**config.mk**
```make
export PLATFORM = sky130hd
export DESIGN_NAME = uart_cmd_top
export DESIGN_NICKNAME = d
export VERILOG_FILES = /design/src/verilog/uart_pkg.sv /design/src/verilog/baud_tick_gen.sv /design/src/verilog/cmd_dispatch.sv /design/src/verilog/uart_tx_frame.sv /design/src/verilog/uart_rx_frame.sv /design/src/verilog/read_arbiter.sv /design/src/verilog/uart_cmd_top.sv
export VERILOG_INCLUDE_DIRS = /design/src /design/src/verilog
export SDC_FILE = /design/constraint.sdc
export NUM_CORES = 1
export LEC_CHECK = 0
export ABC_AREA = 1
export BUFFER_PORTS_ARGS = -buffer_cell sky130_fd_sc_hd__buf_2
export CORE_ASPECT_RATIO = 0.7
export CORE_UTILIZATION = 65
export CTS_CLUSTER_DIAMETER = 30
export DETAILED_ROUTE_END_ITERATION = 6
export PLACE_DENSITY = 0.83
export SLEW_MARGIN = 0
export SYNTH_ARGS = -nofsm -noshare
export SYNTH_HDL_FRONTEND = slang
export SYNTH_SLANG_ARGS = --single-unit
```
**constraint.sdc**
```tcl
create_clock -name clk -period 4.9 [get_ports clk]
set_input_delay 0.735 -clock clk [delete_from_list [all_inputs] [get_ports clk]]
set_output_delay 0.735 -clock clk [all_outputs]
set_load 0.1 [all_outputs]
```
**src/verilog/uart_params.svh**
```systemverilog
`ifndef UART_PARAMS_SVH
`define UART_PARAMS_SVH

`default_nettype none

// channel count and index width
`define UART_NUM_CH 4
`define UART_CH_W 2

// clocks per oversample tick
`define UART_TICK_DIV 4

// ticks per bit, so one bit is 32 clocks
`define UART_OSR 8

// start, 8 data, parity, stop
`define UART_FRAME_BITS 11

`default_nettype wire

`endif

```
**src/verilog/uart_pkg.sv**
```systemverilog
`include "uart_params.svh"
`default_nettype none

package uart_pkg;

  typedef logic [15:0] cmd_word_t;
  typedef logic [7:0] uart_byte_t;

  // parity_err in bit 8, byte below
  typedef logic [8:0] read_word_t;

  typedef logic [`UART_CH_W-1:0] chan_idx_t;

  typedef enum logic [2:0] {
    TX_IDLE,
    TX_START,
    TX_DATA,
    TX_PARITY,
    TX_STOP
  } tx_state_e;

  typedef enum logic [2:0] {
    RX_IDLE,
    RX_START,
    RX_DATA,
    RX_PARITY,
    RX_STOP
  } rx_state_e;

endpackage

`default_nettype wire

```
**src/verilog/baud_tick_gen.sv**
```systemverilog
`timescale 1ns/100ps
`include "uart_params.svh"
`default_nettype none

module baud_tick_gen (
  input  wire  clk,
  input  wire  rst_n,
  output logic tick
);

  localparam int CNT_W = $clog2(`UART_TICK_DIV);

  logic [CNT_W-1:0] cnt;
  logic             cnt_wrap;

  assign cnt_wrap = (cnt == CNT_W'(`UART_TICK_DIV - 1));

  always_ff @(posedge clk or negedge rst_n) begin
    if (!rst_n) begin
      cnt  <= '0;
      tick <= 1'b0;
    end else begin
      tick <= cnt_wrap;
      if (cnt_wrap) begin
        cnt <= '0;
      end else begin
        cnt <= cnt + 1'b1;
      end
    end
  end

  // every tx and rx counts these, a double tick would shorten a bit
  a_tick_single: assert property (
    @(posedge clk) disable iff (!rst_n)
    tick |=> !tick
  );

endmodule

`default_nettype wire

```
**src/verilog/cmd_dispatch.sv**
```systemverilog
`timescale 1ns/100ps
`include "uart_params.svh"
`default_nettype none

module cmd_dispatch (
  input  wire                          clk,
  input  wire                          rst_n,
  input  wire uart_pkg::cmd_word_t     cmd_in,
  input  wire uart_pkg::chan_idx_t     cmd_ch,
  input  wire                          cmd_vld,
  output logic                         cmd_rdy,
  input  wire  [`UART_NUM_CH-1:0]      busy,
  output logic [`UART_NUM_CH-1:0]      load,
  output uart_pkg::cmd_word_t          load_word
);

  logic cmd_fire;

  // load doubles as the mask until busy comes up
  assign cmd_rdy  = !busy[cmd_ch] && !load[cmd_ch];
  assign cmd_fire = cmd_vld && cmd_rdy;

  always_ff @(posedge clk or negedge rst_n) begin
    if (!rst_n) begin
      load <= '0;
    end else begin
      load <= '0;
      if (cmd_fire) begin
        load[cmd_ch] <= 1'b1;
      end
    end
  end

  always_ff @(posedge clk) begin
    if (cmd_fire) begin
      load_word <= cmd_in;
    end
  end

  // one strobe at a time, and never into a sending channel
  a_load_ok: assert property (
    @(posedge clk) disable iff (!rst_n)
    $onehot0(load) && ((load & busy) == '0)
  );

  // the addressed transmitter must pick the strobe up
  a_load_busy: assert property (
    @(posedge clk) disable iff (!rst_n)
    (load != '0) |=> ((busy & $past(load)) == $past(load))
  );

endmodule

`default_nettype wire

```
**src/verilog/uart_tx_frame.sv**
```systemverilog
`timescale 1ns/100ps
`include "uart_params.svh"
`default_nettype none

module uart_tx_frame (
  input  wire                      clk,
  input  wire                      rst_n,
  input  wire                      tick,
  input  wire                      load,
  input  wire uart_pkg::cmd_word_t load_word,
  output logic                     busy,
  output logic                     tx
);

  localparam int CNT_W = $clog2(`UART_OSR);

  uart_pkg::tx_state_e  state;
  uart_pkg::cmd_word_t  word_q;
  uart_pkg::uart_byte_t cur_byte;
  logic [CNT_W-1:0]     tick_cnt;
  logic [2:0]           bit_cnt;
  logic                 low_half;
  logic                 bit_end;

  // high byte first
  assign cur_byte = low_half ? word_q[7:0] : word_q[15:8];
  assign bit_end  = tick && (tick_cnt == CNT_W'(`UART_OSR - 1));

  always_ff @(posedge clk) begin
    if (load) begin
      word_q <= load_word;
    end
  end

  always_ff @(posedge clk or negedge rst_n) begin
    if (!rst_n) begin
      state    <= uart_pkg::TX_IDLE;
      busy     <= 1'b0;
      tick_cnt <= '0;
      bit_cnt  <= '0;
      low_half <= 1'b0;
    end else begin
      if (load) begin
        busy <= 1'b1;
      end
      if (state == uart_pkg::TX_IDLE) begin
        tick_cnt <= '0;
      end else if (tick) begin
        tick_cnt <= bit_end ? '0 : tick_cnt + 1'b1;
      end
      case (state)
        uart_pkg::TX_IDLE: begin
          // start bit lines up with the next tick
          if (busy && tick) begin
            state <= uart_pkg::TX_START;
          end
        end
        uart_pkg::TX_START: begin
          if (bit_end) begin
            state   <= uart_pkg::TX_DATA;
            bit_cnt <= '0;
          end
        end
        uart_pkg::TX_DATA: begin
          if (bit_end) begin
            bit_cnt <= bit_cnt + 1'b1;
            if (bit_cnt == 3'd7) begin
              state <= uart_pkg::TX_PARITY;
            end
          end
        end
        uart_pkg::TX_PARITY: begin
          if (bit_end) begin
            state <= uart_pkg::TX_STOP;
          end
        end
        uart_pkg::TX_STOP: begin
          if (bit_end) begin
            if (low_half) begin
              state    <= uart_pkg::TX_IDLE;
              busy     <= 1'b0;
              low_half <= 1'b0;
            end else begin
              // second frame straight after the first stop bit
              state    <= uart_pkg::TX_START;
              low_half <= 1'b1;
            end
          end
        end
        default: state <= uart_pkg::TX_IDLE;
      endcase
    end
  end

  always_comb begin
    case (state)
      uart_pkg::TX_START:  tx = 1'b0;
      uart_pkg::TX_DATA:   tx = cur_byte[bit_cnt];
      uart_pkg::TX_PARITY: tx = ~^cur_byte;
      default:             tx = 1'b1;
    endcase
  end

  a_idle_line_high: assert property (
    @(posedge clk) disable iff (!rst_n)
    !busy |-> tx
  );

endmodule

`default_nettype wire

```
**src/verilog/uart_rx_frame.sv**
```systemverilog
`timescale 1ns/100ps
`include "uart_params.svh"
`default_nettype none

module uart_rx_frame (
  input  wire                   clk,
  input  wire                   rst_n,
  input  wire                   tick,
  input  wire                   rx,
  output logic                  byte_vld,
  output uart_pkg::uart_byte_t  byte_data,
  output logic                  byte_perr
);

  localparam int CNT_W = $clog2(`UART_OSR);

  uart_pkg::rx_state_e  state;
  uart_pkg::uart_byte_t data_q;
  logic [1:0]           rx_sync;
  logic                 rx_s;
  logic                 rx_prev;
  logic [CNT_W-1:0]     tick_cnt;
  logic [CNT_W-1:0]     cnt_last;
  logic [2:0]           bit_cnt;
  logic                 perr_q;
  logic                 sample;

  assign rx_s = rx_sync[1];

  // half a bit to the middle of start, then whole bits
  assign cnt_last = (state == uart_pkg::RX_START) ? CNT_W'(`UART_OSR / 2 - 1)
                                                  : CNT_W'(`UART_OSR - 1);
  assign sample   = tick && (tick_cnt == cnt_last);

  assign byte_data = data_q;
  assign byte_perr = perr_q;

  always_ff @(posedge clk or negedge rst_n) begin
    if (!rst_n) begin
      rx_sync <= 2'b11;
      rx_prev <= 1'b1;
    end else begin
      rx_sync <= {rx_sync[0], rx};
      rx_prev <= rx_s;
    end
  end

  always_ff @(posedge clk) begin
    if (sample && state == uart_pkg::RX_DATA) begin
      data_q <= {rx_s, data_q[7:1]};
    end
    if (sample && state == uart_pkg::RX_PARITY) begin
      perr_q <= (rx_s != ~^data_q);
    end
  end

  always_ff @(posedge clk or negedge rst_n) begin
    if (!rst_n) begin
      state    <= uart_pkg::RX_IDLE;
      tick_cnt <= '0;
      bit_cnt  <= '0;
      byte_vld <= 1'b0;
    end else begin
      byte_vld <= 1'b0;
      if (state == uart_pkg::RX_IDLE) begin
        tick_cnt <= '0;
      end else if (tick) begin
        tick_cnt <= sample ? '0 : tick_cnt + 1'b1;
      end
      case (state)
        uart_pkg::RX_IDLE: begin
          if (rx_prev && !rx_s) begin
            state <= uart_pkg::RX_START;
          end
        end
        uart_pkg::RX_START: begin
          if (sample) begin
            bit_cnt <= '0;
            // line back high means a glitch
            state   <= rx_s ? uart_pkg::RX_IDLE : uart_pkg::RX_DATA;
          end
        end
        uart_pkg::RX_DATA: begin
          if (sample) begin
            bit_cnt <= bit_cnt + 1'b1;
            if (bit_cnt == 3'd7) begin
              state <= uart_pkg::RX_PARITY;
            end
          end
        end
        uart_pkg::RX_PARITY: begin
          if (sample) begin
            state <= uart_pkg::RX_STOP;
          end
        end
        uart_pkg::RX_STOP: begin
          if (sample) begin
            // low stop bit drops the frame
            byte_vld <= rx_s;
            state    <= uart_pkg::RX_IDLE;
          end
        end
        default: state <= uart_pkg::RX_IDLE;
      endcase
    end
  end

endmodule

`default_nettype wire

```
**src/verilog/read_arbiter.sv**
```systemverilog
`timescale 1ns/100ps
`include "uart_params.svh"
`default_nettype none

module read_arbiter (
  input  wire                       clk,
  input  wire                       rst_n,
  input  wire  [`UART_NUM_CH-1:0]   byte_vld,
  input  wire uart_pkg::uart_byte_t byte_data [`UART_NUM_CH],
  input  wire  [`UART_NUM_CH-1:0]   byte_perr,
  output logic                      read_rdy,
  output uart_pkg::read_word_t      read_data,
  output uart_pkg::chan_idx_t       read_ch
);

  localparam uart_pkg::chan_idx_t LAST_CH = uart_pkg::chan_idx_t'(`UART_NUM_CH - 1);

  logic [`UART_NUM_CH-1:0] full;
  uart_pkg::read_word_t    hold [`UART_NUM_CH];
  uart_pkg::chan_idx_t     last_ch;
  uart_pkg::chan_idx_t     gnt_ch;
  logic                    gnt_vld;

  // search starts one past the last grant
  always_comb begin
    uart_pkg::chan_idx_t cand;
    gnt_vld = 1'b0;
    gnt_ch  = last_ch;
    cand    = last_ch;
    for (int k = 0; k < `UART_NUM_CH; k++) begin
      cand = (cand == LAST_CH) ? '0 : cand + 1'b1;
      if (!gnt_vld && full[cand]) begin
        gnt_vld = 1'b1;
        gnt_ch  = cand;
      end
    end
  end

  always_ff @(posedge clk or negedge rst_n) begin
    if (!rst_n) begin
      full <= '0;
    end else begin
      for (int i = 0; i < `UART_NUM_CH; i++) begin
        if (byte_vld[i]) begin
          full[i] <= 1'b1;
        end else if (gnt_vld && gnt_ch == uart_pkg::chan_idx_t'(i)) begin
          full[i] <= 1'b0;
        end
      end
    end
  end

  always_ff @(posedge clk) begin
    for (int i = 0; i < `UART_NUM_CH; i++) begin
      if (byte_vld[i]) begin
        hold[i] <= {byte_perr[i], byte_data[i]};
      end
    end
  end

  always_ff @(posedge clk or negedge rst_n) begin
    if (!rst_n) begin
      read_rdy <= 1'b0;
      last_ch  <= LAST_CH;
    end else begin
      read_rdy <= gnt_vld;
      if (gnt_vld) begin
        last_ch <= gnt_ch;
      end
    end
  end

  always_ff @(posedge clk) begin
    if (gnt_vld) begin
      read_data <= hold[gnt_ch];
      read_ch   <= gnt_ch;
    end
  end

  // a receiver must never outrun its hold register
  a_no_overrun: assert property (
    @(posedge clk) disable iff (!rst_n)
    (byte_vld & full) == '0
  );

endmodule

`default_nettype wire

```
**src/verilog/uart_cmd_top.sv**
```systemverilog
`timescale 1ns/100ps
`include "uart_params.svh"
`default_nettype none

module uart_cmd_top (
  input  wire                       clk,
  input  wire                       rst_n,
  input  wire uart_pkg::cmd_word_t  cmd_in,
  input  wire uart_pkg::chan_idx_t  cmd_ch,
  input  wire                       cmd_vld,
  output logic                      cmd_rdy,
  output logic [`UART_NUM_CH-1:0]   tx,
  input  wire  [`UART_NUM_CH-1:0]   rx,
  output logic                      read_rdy,
  output uart_pkg::read_word_t      read_data,
  output uart_pkg::chan_idx_t       read_ch
);

  wire                       tick;
  wire [`UART_NUM_CH-1:0]    load;
  wire uart_pkg::cmd_word_t  load_word;
  wire [`UART_NUM_CH-1:0]    busy;
  wire [`UART_NUM_CH-1:0]    byte_vld;
  wire uart_pkg::uart_byte_t byte_data [`UART_NUM_CH];
  wire [`UART_NUM_CH-1:0]    byte_perr;

  baud_tick_gen u_tick (
    .clk   (clk),
    .rst_n (rst_n),
    .tick  (tick)
  );

  cmd_dispatch u_dispatch (
    .clk       (clk),
    .rst_n     (rst_n),
    .cmd_in    (cmd_in),
    .cmd_ch    (cmd_ch),
    .cmd_vld   (cmd_vld),
    .cmd_rdy   (cmd_rdy),
    .busy      (busy),
    .load      (load),
    .load_word (load_word)
  );

  // one transmitter and one receiver per channel
  for (genvar i = 0; i < `UART_NUM_CH; i++) begin : g_ch
    uart_tx_frame u_tx (
      .clk       (clk),
      .rst_n     (rst_n),
      .tick      (tick),
      .load      (load[i]),
      .load_word (load_word),
      .busy      (busy[i]),
      .tx        (tx[i])
    );

    uart_rx_frame u_rx (
      .clk       (clk),
      .rst_n     (rst_n),
      .tick      (tick),
      .rx        (rx[i]),
      .byte_vld  (byte_vld[i]),
      .byte_data (byte_data[i]),
      .byte_perr (byte_perr[i])
    );
  end

  read_arbiter u_arb (
    .clk       (clk),
    .rst_n     (rst_n),
    .byte_vld  (byte_vld),
    .byte_data (byte_data),
    .byte_perr (byte_perr),
    .read_rdy  (read_rdy),
    .read_data (read_data),
    .read_ch   (read_ch)
  );

endmodule

`default_nettype wire

```
==> results of run 1 <==
worst register-to-register path: cells and delay by family, from the launching register on:
kind                     cells  cell delay, ps
adder cells (fa/ha/maj)      1             260
AND/OR/NAND/NOR             12            1960
flip-flops                   1             390
registers in the layout, summed over array words and instances (netlist names), 4 cells and up:
signal and flops:
u_dispatch.load_word 16, g_ch.u_rx.rx_prev 4, u_arb.hold 36, g_ch.u_tx.state 12, g_ch.u_rx.byte_data 32, g_ch.u_tx.low_half 4, g_ch.u_tx.tick_cnt 12, u_dispatch.load 4
g_ch.u_rx.rx_sync 8, g_ch.u_rx.byte_perr 4, g_ch.u_tx.bit_cnt 12, u_arb.read_data 9, g_ch.u_tx.word_q 64, g_ch.u_rx.byte_vld 4, g_ch.u_rx.state 12, g_ch.u_tx.busy 4
g_ch.u_rx.tick_cnt 12, g_ch.u_rx.bit_cnt 12, u_arb.full 4
power groups by stage:
stage / clock network [mW] / logic, mW / registers, mW
floorplan: 0 / 0.958 / 2.78
global placement: 0 / 1.10 / 2.81
detailed placement: 0 / 1.15 / 2.82
CTS: 2.60 / 1.18 / 2.78
global route: 2.71 / 1.33 / 2.81
finish: 2.58 / 1.19 / 2.79
per-layer routing:
metal	routed length, µm	track usage (%)
met4	563	8.02
met3	2330	4.77
met5	0	0
met2	11400	42.5
met1	11100	40.6
cells in the final DEF, fill, tap and decap left out, drive strengths merged, types with 2 or more instances in the layout:
cell	n
clkinv	14
nor3	23
inv	136
a21oi	29
xor2	21
or2	3
dfstp	14
dfrtp	96
o221ai	8
clkbuf	37
a31oi	8
o21ai	80
nor2	88
bufinv	2
o31ai	3
clkinvlp	5
xnor2	44
a211oi	4
a22oi	4
ha	30
nor3b	2
buf	43
nand4	8
nand3	84
edfxtp	163
nand2	289
through the flow:
step	instance area [µm²]	util [%]	worst slack [ps]	hold WS, ps
final	13800	75.8	1260	320
after global routing	13800	75.8	1080	309
after CTS	13800	75.8	1310	309
after detailed placement	12600	69.3	1930	347
after global placement	12600	69.3	2020	346
after floorplan	12300	-	1040	345
cell families (layout without fill, tap and decap cells):
group / Yosys count / after routing / share of synthesized area [%]
XOR/XNOR: 65 / 65 / 4.63
AO/OA/AOI/OAI: 143 / 143 / 6.61
adder cells (fa/ha/maj): 30 / 30 / 3.05
buffers and inverters: 153 / 237 / 5.39
flip-flops: 273 / 273 / 62.3
AND/OR/NAND/NOR: 500 / 500 / 18.0
path summary, 6_finish.rpt:
kind                                         startpoint                       to  slack, ps  cells after the start
worst max-delay path              g_ch[2].u_tx.low_half                    tx[2]       1260                      9
worst min-delay path                              rx[3]  g_ch[3].u_rx.rx_sync[0]        320                      1
worst max register to register         u_arb.last_ch[0]       u_arb.read_data[2]       2060                     13
worst min register to register  g_ch[2].u_rx.rx_sync[0]  g_ch[2].u_rx.rx_sync[1]        350                      0
max in group asynchronous                         rst_n  g_ch[1].u_rx.rx_sync[0]       3440                      2
min in group asynchronous                         rst_n            u_arb.full[3]        350                      1
final cells by class:
cell class	count	area (µm²)	share of cell area [%]
Clock buffer	37	915	6.61
Timing Repair Buffer	43	223	1.61
Multi-Input combinational cell	738	3970	28.7
Tap cell	236	295	2.13
Inverter	130	493	3.56
Clock inverter	27	279	2.02
Sequential cell	273	7660	55.4
==> flow_metrics.env, run 1 <==
export IMPL_synthesis_area_um2=12300
export IMPL_tritoncts="yes"
export IMPL_drtPass1Iterations=7
export IMPL_drtIter0Drc=991
export IMPL_swShare_pct=31.7
export IMPL_cts_buffers=35
export IMPL_ys_flop_type="edfxtp_1"
export IMPL_tightestPinTransition_ps=967
export IMPL_grt_pass1_wl_mm=41.7
export IMPL_dp_hpwl_mm=16.8
export IMPL_cpMaxStageDelayCell="dfrtp_1"
export IMPL_antenna_found_initial=0
export IMPL_core_area_um2=18300
export IMPL_h_tree_depth=2
export IMPL_ant_nets=0
export IMPL_p_per_area_nw_per_um2=473
export IMPL_cts_resized=0
export IMPL_synth_fp_nets=1219
export IMPL_via_count=8535
export IMPL_critPathBufInv=2
export IMPL_fin_cells=1484
export IMPL_critPathKind="register to output port"
export IMPL_leakagePower_nw=6.03
export IMPL_cp_start_kind="register"
export IMPL_clkPwrFrac_pct=39.4
export IMPL_synthTopCellsByArea="edfxtp_1 (40%), dfrtp_1 (20%), nand2_1 (8.5%), inv_1 (3.8%), o21ai_0 (3.2%)"
export IMPL_yosysSeqAreaShare_pct=62.3
export IMPL_pin_count=42
export IMPL_fp_row_count=41
export IMPL_fmax_ghz=0.275
export IMPL_area_delta_synth_final_pct=12.6
export IMPL_p_total_mw=6.55
export IMPL_clock_path_buffers=3
export IMPL_dp_cells=1420
export IMPL_fillers=1130
export IMPL_clock_latency_ps=520
export IMPL_hold_viol_final=0
export IMPL_synth_cell_types=46
export IMPL_grt_pass1_vias=8181
export IMPL_drc_errors=1
export IMPL_ys_warn_count=0
export IMPL_maxSlewViolCount=0
export IMPL_overflow=0
export IMPL_ir_drop_uv=423
export IMPL_critPathCaptureType="output port"
export IMPL_status="complete, but fails checks"
export IMPL_drive_gt1_share_pct=12.4
export IMPL_max_cap_violations=0
export IMPL_grt_usage_pct=27.5
export IMPL_io_buffers=41
export IMPL_setup_viol_count_final=0
export IMPL_crit_required_ps=4160
export IMPL_wl_per_cell_um=17.1
export IMPL_synth_top_area_cell="edfxtp_1"
export IMPL_p_int_mw=4.47
export IMPL_fin_worst_skew_ps=15.5
export IMPL_root_buffer="clkbuf_16"
export IMPL_fin_nets=1276
export IMPL_synth_cells=1164
export IMPL_hold_class="primary input to register"
export IMPL_hold_buffers=0
export IMPL_netlist_area_leader_share_pct=39.8
export IMPL_diodes=0
export IMPL_synth_edf_count=163
export IMPL_synthArstFlopShare_pct=40.3
export IMPL_routed_via_density=5.75
export IMPL_max_stage_delay_ps=570
export IMPL_numClockSinks=273
export IMPL_start_util_pct=67.3
export IMPL_clk_pin_slew_ps=60
export IMPL_postCtsSetupRepairBufs=0
export IMPL_synthTopCellsByCount="nand2_1 (277), edfxtp_1 (163), inv_1 (124)"
export IMPL_relSlewSlack_pct=35.3
export IMPL_drt_total_wl_mm=25.4
export IMPL_synthMostInstantiatedCell="nand2_1"
export IMPL_rsz0062_at_grt="false"
export IMPL_post_route_period_util_pct=74.2
export IMPL_p_comb_share_pct=18.1
export IMPL_die_y_um=117
export IMPL_place_gp_congestion=0.929
export IMPL_violations="design-rule violations"
export IMPL_seqPwrFrac_pct=42.5
export IMPL_dieArea_um2=19500
export IMPL_fin_tns_setup_ps=0
export IMPL_grt_max_degree=72
export IMPL_ys_ff_latch=273
export IMPL_cp_max_fo=11
export IMPL_p_switching_mw=2.08
export IMPL_path_delay_family="buffers and inverters"
export IMPL_crit_chain="clkinv_1, nand2_1, nand2_1, xnor2_1, xnor2_1, xnor2_1, nand2_1, nand3_1, buf_2"
export IMPL_arrival_ps=2900
export IMPL_die_w_um=166
export IMPL_syn_area_per_cell_um2=10.6
export IMPL_min_period_ps=3640
Power figures use the tool's default switching activity.
==> run 2, diff against run 1 <==
--- a/config.mk
+++ b/config.mk
@@ -9,10 +9,10 @@
 export ABC_AREA = 1
 export BUFFER_PORTS_ARGS = -buffer_cell sky130_fd_sc_hd__buf_2
 export CORE_ASPECT_RATIO = 0.7
-export CORE_UTILIZATION = 65
+export CORE_UTILIZATION = 62
 export CTS_CLUSTER_DIAMETER = 30
 export DETAILED_ROUTE_END_ITERATION = 6
-export PLACE_DENSITY = 0.83
+export PLACE_DENSITY = 0.8
 export SLEW_MARGIN = 0
 export SYNTH_ARGS = -nofsm -noshare
 export SYNTH_HDL_FRONTEND = slang
==> constraint.sdc (replaced) <==
create_clock -name clk -period 3.72 [get_ports clk]
set_input_delay 0.558 -clock clk [delete_from_list [all_inputs] [get_ports clk]]
set_output_delay 0.558 -clock clk [all_outputs]
set_load 0.1 [all_outputs]
==> run 2 against run 1 <==
Effect of this change:
- the flow now finishes without violations
- clock skew hardly changed
- sequential share of layout area is 0.57 points lower
- combinational power is 31% higher
- critical endpoint unchanged
- highest routed layer unchanged
==> flow_metrics.env, run 2 (synthesis results as in run 1) <==
export IMPL_critPathCaptureType="output port"
export IMPL_drc_errors=0
export IMPL_clock_path_buffers=3
export IMPL_clock_latency_ps=510
export IMPL_whs_ps=118
export IMPL_hold_viol_final=0
export IMPL_fmax_ghz=0.292
export IMPL_crit_required_ps=3160
export IMPL_cts_buffers=36
export IMPL_final_common_cell="nand2_1"
export IMPL_largest_register="g_ch.u_tx.word_q"
export IMPL_area_delta_synth_final_pct=13.8
export IMPL_fin_worst_skew_ps=15.1
export IMPL_relSlewSlack_pct=33.4
export IMPL_grt_pass1_vias=8096
export IMPL_grt_max_degree=60
export IMPL_drtIter0Drc=810
export IMPL_largest_reg_flops=64
export IMPL_drive_gt1_share_pct=12.5
export IMPL_ant_nets=0
export IMPL_min_period_ps=3420
export IMPL_antenna_found_initial=0
export IMPL_r2r_slack_ps=890
export IMPL_cp_start_kind="register"
export IMPL_maxSlewViolCount=0
export IMPL_via_count=8370
export IMPL_routed_via_density=5.52
export IMPL_post_route_period_util_pct=92.0
export IMPL_diodes=0
export IMPL_h_tree_depth=2
export IMPL_status="complete, no violations"
export IMPL_leakagePower_nw=6.09
export IMPL_fp_row_count=42
export IMPL_hold_buffers=0
export IMPL_ir_drop_uv=434
export IMPL_hold_class="primary input to async pin"
export IMPL_numClockSinks=273
export IMPL_dieArea_um2=20400
export IMPL_setup_viol_count_final=0
export IMPL_grt_usage_pct=25.7
export IMPL_cp_max_fo=11
export IMPL_fillers=1267
export IMPL_dp_hpwl_mm=16.3
export IMPL_tritoncts="yes"
export IMPL_fin_nets=1279
export IMPL_final_cell_mix="nand2_1 (277), edfxtp_1 (163), inv_1 (124), dfrtp_1 (96), nor2_1 (86)"
export IMPL_p_per_area_nw_per_um2=630
export IMPL_drtPass1Iterations=5
export IMPL_r2r_cells=13
export IMPL_fin_tns_setup_ps=0
export IMPL_clk_pin_slew_ps=60
export IMPL_cts_resized=0
export IMPL_critPathKind="register to output port"
export IMPL_die_w_um=170
export IMPL_tightestPinTransition_ps=987
export IMPL_die_y_um=120
export IMPL_place_gp_congestion=0.881
export IMPL_pin_count=42
export IMPL_rr_startpoint="u_arb.last_ch[0]"
export IMPL_postCtsSetupRepairBufs=0
export IMPL_rsz0062_at_grt="false"
export IMPL_wl_per_cell_um=16.2
export IMPL_core_area_um2=19200
export IMPL_arrival_ps=2860
export IMPL_io_buffers=41
export IMPL_start_util_pct=64.1
export IMPL_root_buffer="clkbuf_16"
export IMPL_grt_pass1_wl_mm=40.5
export IMPL_drt_total_wl_mm=24.5
export IMPL_max_cap_violations=0
export IMPL_timing_rr_end="u_arb.read_data[4]"
export IMPL_overflow=0
==> run 2: changes by cell type in the layout (fill, tap and decap cells not counted), moves of 2 or more <==
cell	previous run	this run
bufinv_16	2	5
clkbuf_1	0	4
clkinv_1	7	5
clkinv_8	3	1
==> run 2: final cells by class <==
| type | count | area, µm² | area share [%] |
|---|---|---|---|
| Sequential cell | 273 | 7660 | 54.8 |
| Inverter | 130 | 493 | 3.52 |
| Clock inverter | 25 | 325 | 2.33 |
| Multi-Input combinational cell | 738 | 3980 | 28.5 |
| Clock buffer | 41 | 941 | 6.73 |
| Timing Repair Buffer | 45 | 250 | 1.79 |
| Tap cell | 264 | 330 | 2.36 |
==> run 2: how the worst max path moves through the flow <==
| stage | start | endpoint | slack [ps] | cells after the start |
|---|---|---|---|---|
| global route | g_ch[2].u_tx.low_half | tx[2] | 130 | 9 |
| finish | g_ch[2].u_tx.low_half | tx[2] | 300 | 9 |
| floorplan | u_dispatch.load[2] | u_dispatch.load_word[0] | 700 | 5 |
| global placement | g_ch[2].u_tx.low_half | tx[2] | 960 | 9 |
| CTS | g_ch[0].u_tx.low_half | tx[0] | 310 | 9 |
| detailed placement | g_ch[2].u_tx.low_half | tx[2] | 920 | 9 |
==> run 2: layer usage <==
metal | part of all wire, % | wire (µm) | global-route usage, % | vias up
li1 | - | - | - | 4035
met1 | 47 | 11600 | 39.0 | 4037
met2 | 44 | 10800 | 37.8 | 255
met3 | 7.1 | 1750 | 4.98 | 43
met4 | 1.9 | 464 | 7.55 | 0
met5 | 0 | 0 | 0 | -
==> run 2: per-stage QoR <==
step	worst slack, ps	util (%)	total power, mW	instance area, µm²	cells
floorplan	700	-	4.93	12300	1164
global placement	960	66.3	5.17	12700	1450
detailed placement	922	66.3	5.24	12700	1450
CTS	310	72.9	8.84	14000	1516
global route	126	72.9	9.23	14000	1516
finish	298	72.9	8.81	14000	1516
==> run 2: report_power, final <==
group          switching, mW  internal [mW]
Combinational           1.12          0.441
Sequential             0.207           3.46
Clock                   1.35           2.23
==> run 2: worst max-delay path: stages, from the launching register on <==
cell and delay, ps:
dfrtp_1 570, clkinv_1 370, nand2_1 150, nand2_1 100, xnor2_1 200, xnor2_1 160, xnor2_1 160, nand2_1 90
nand3_1 110, buf_2 440
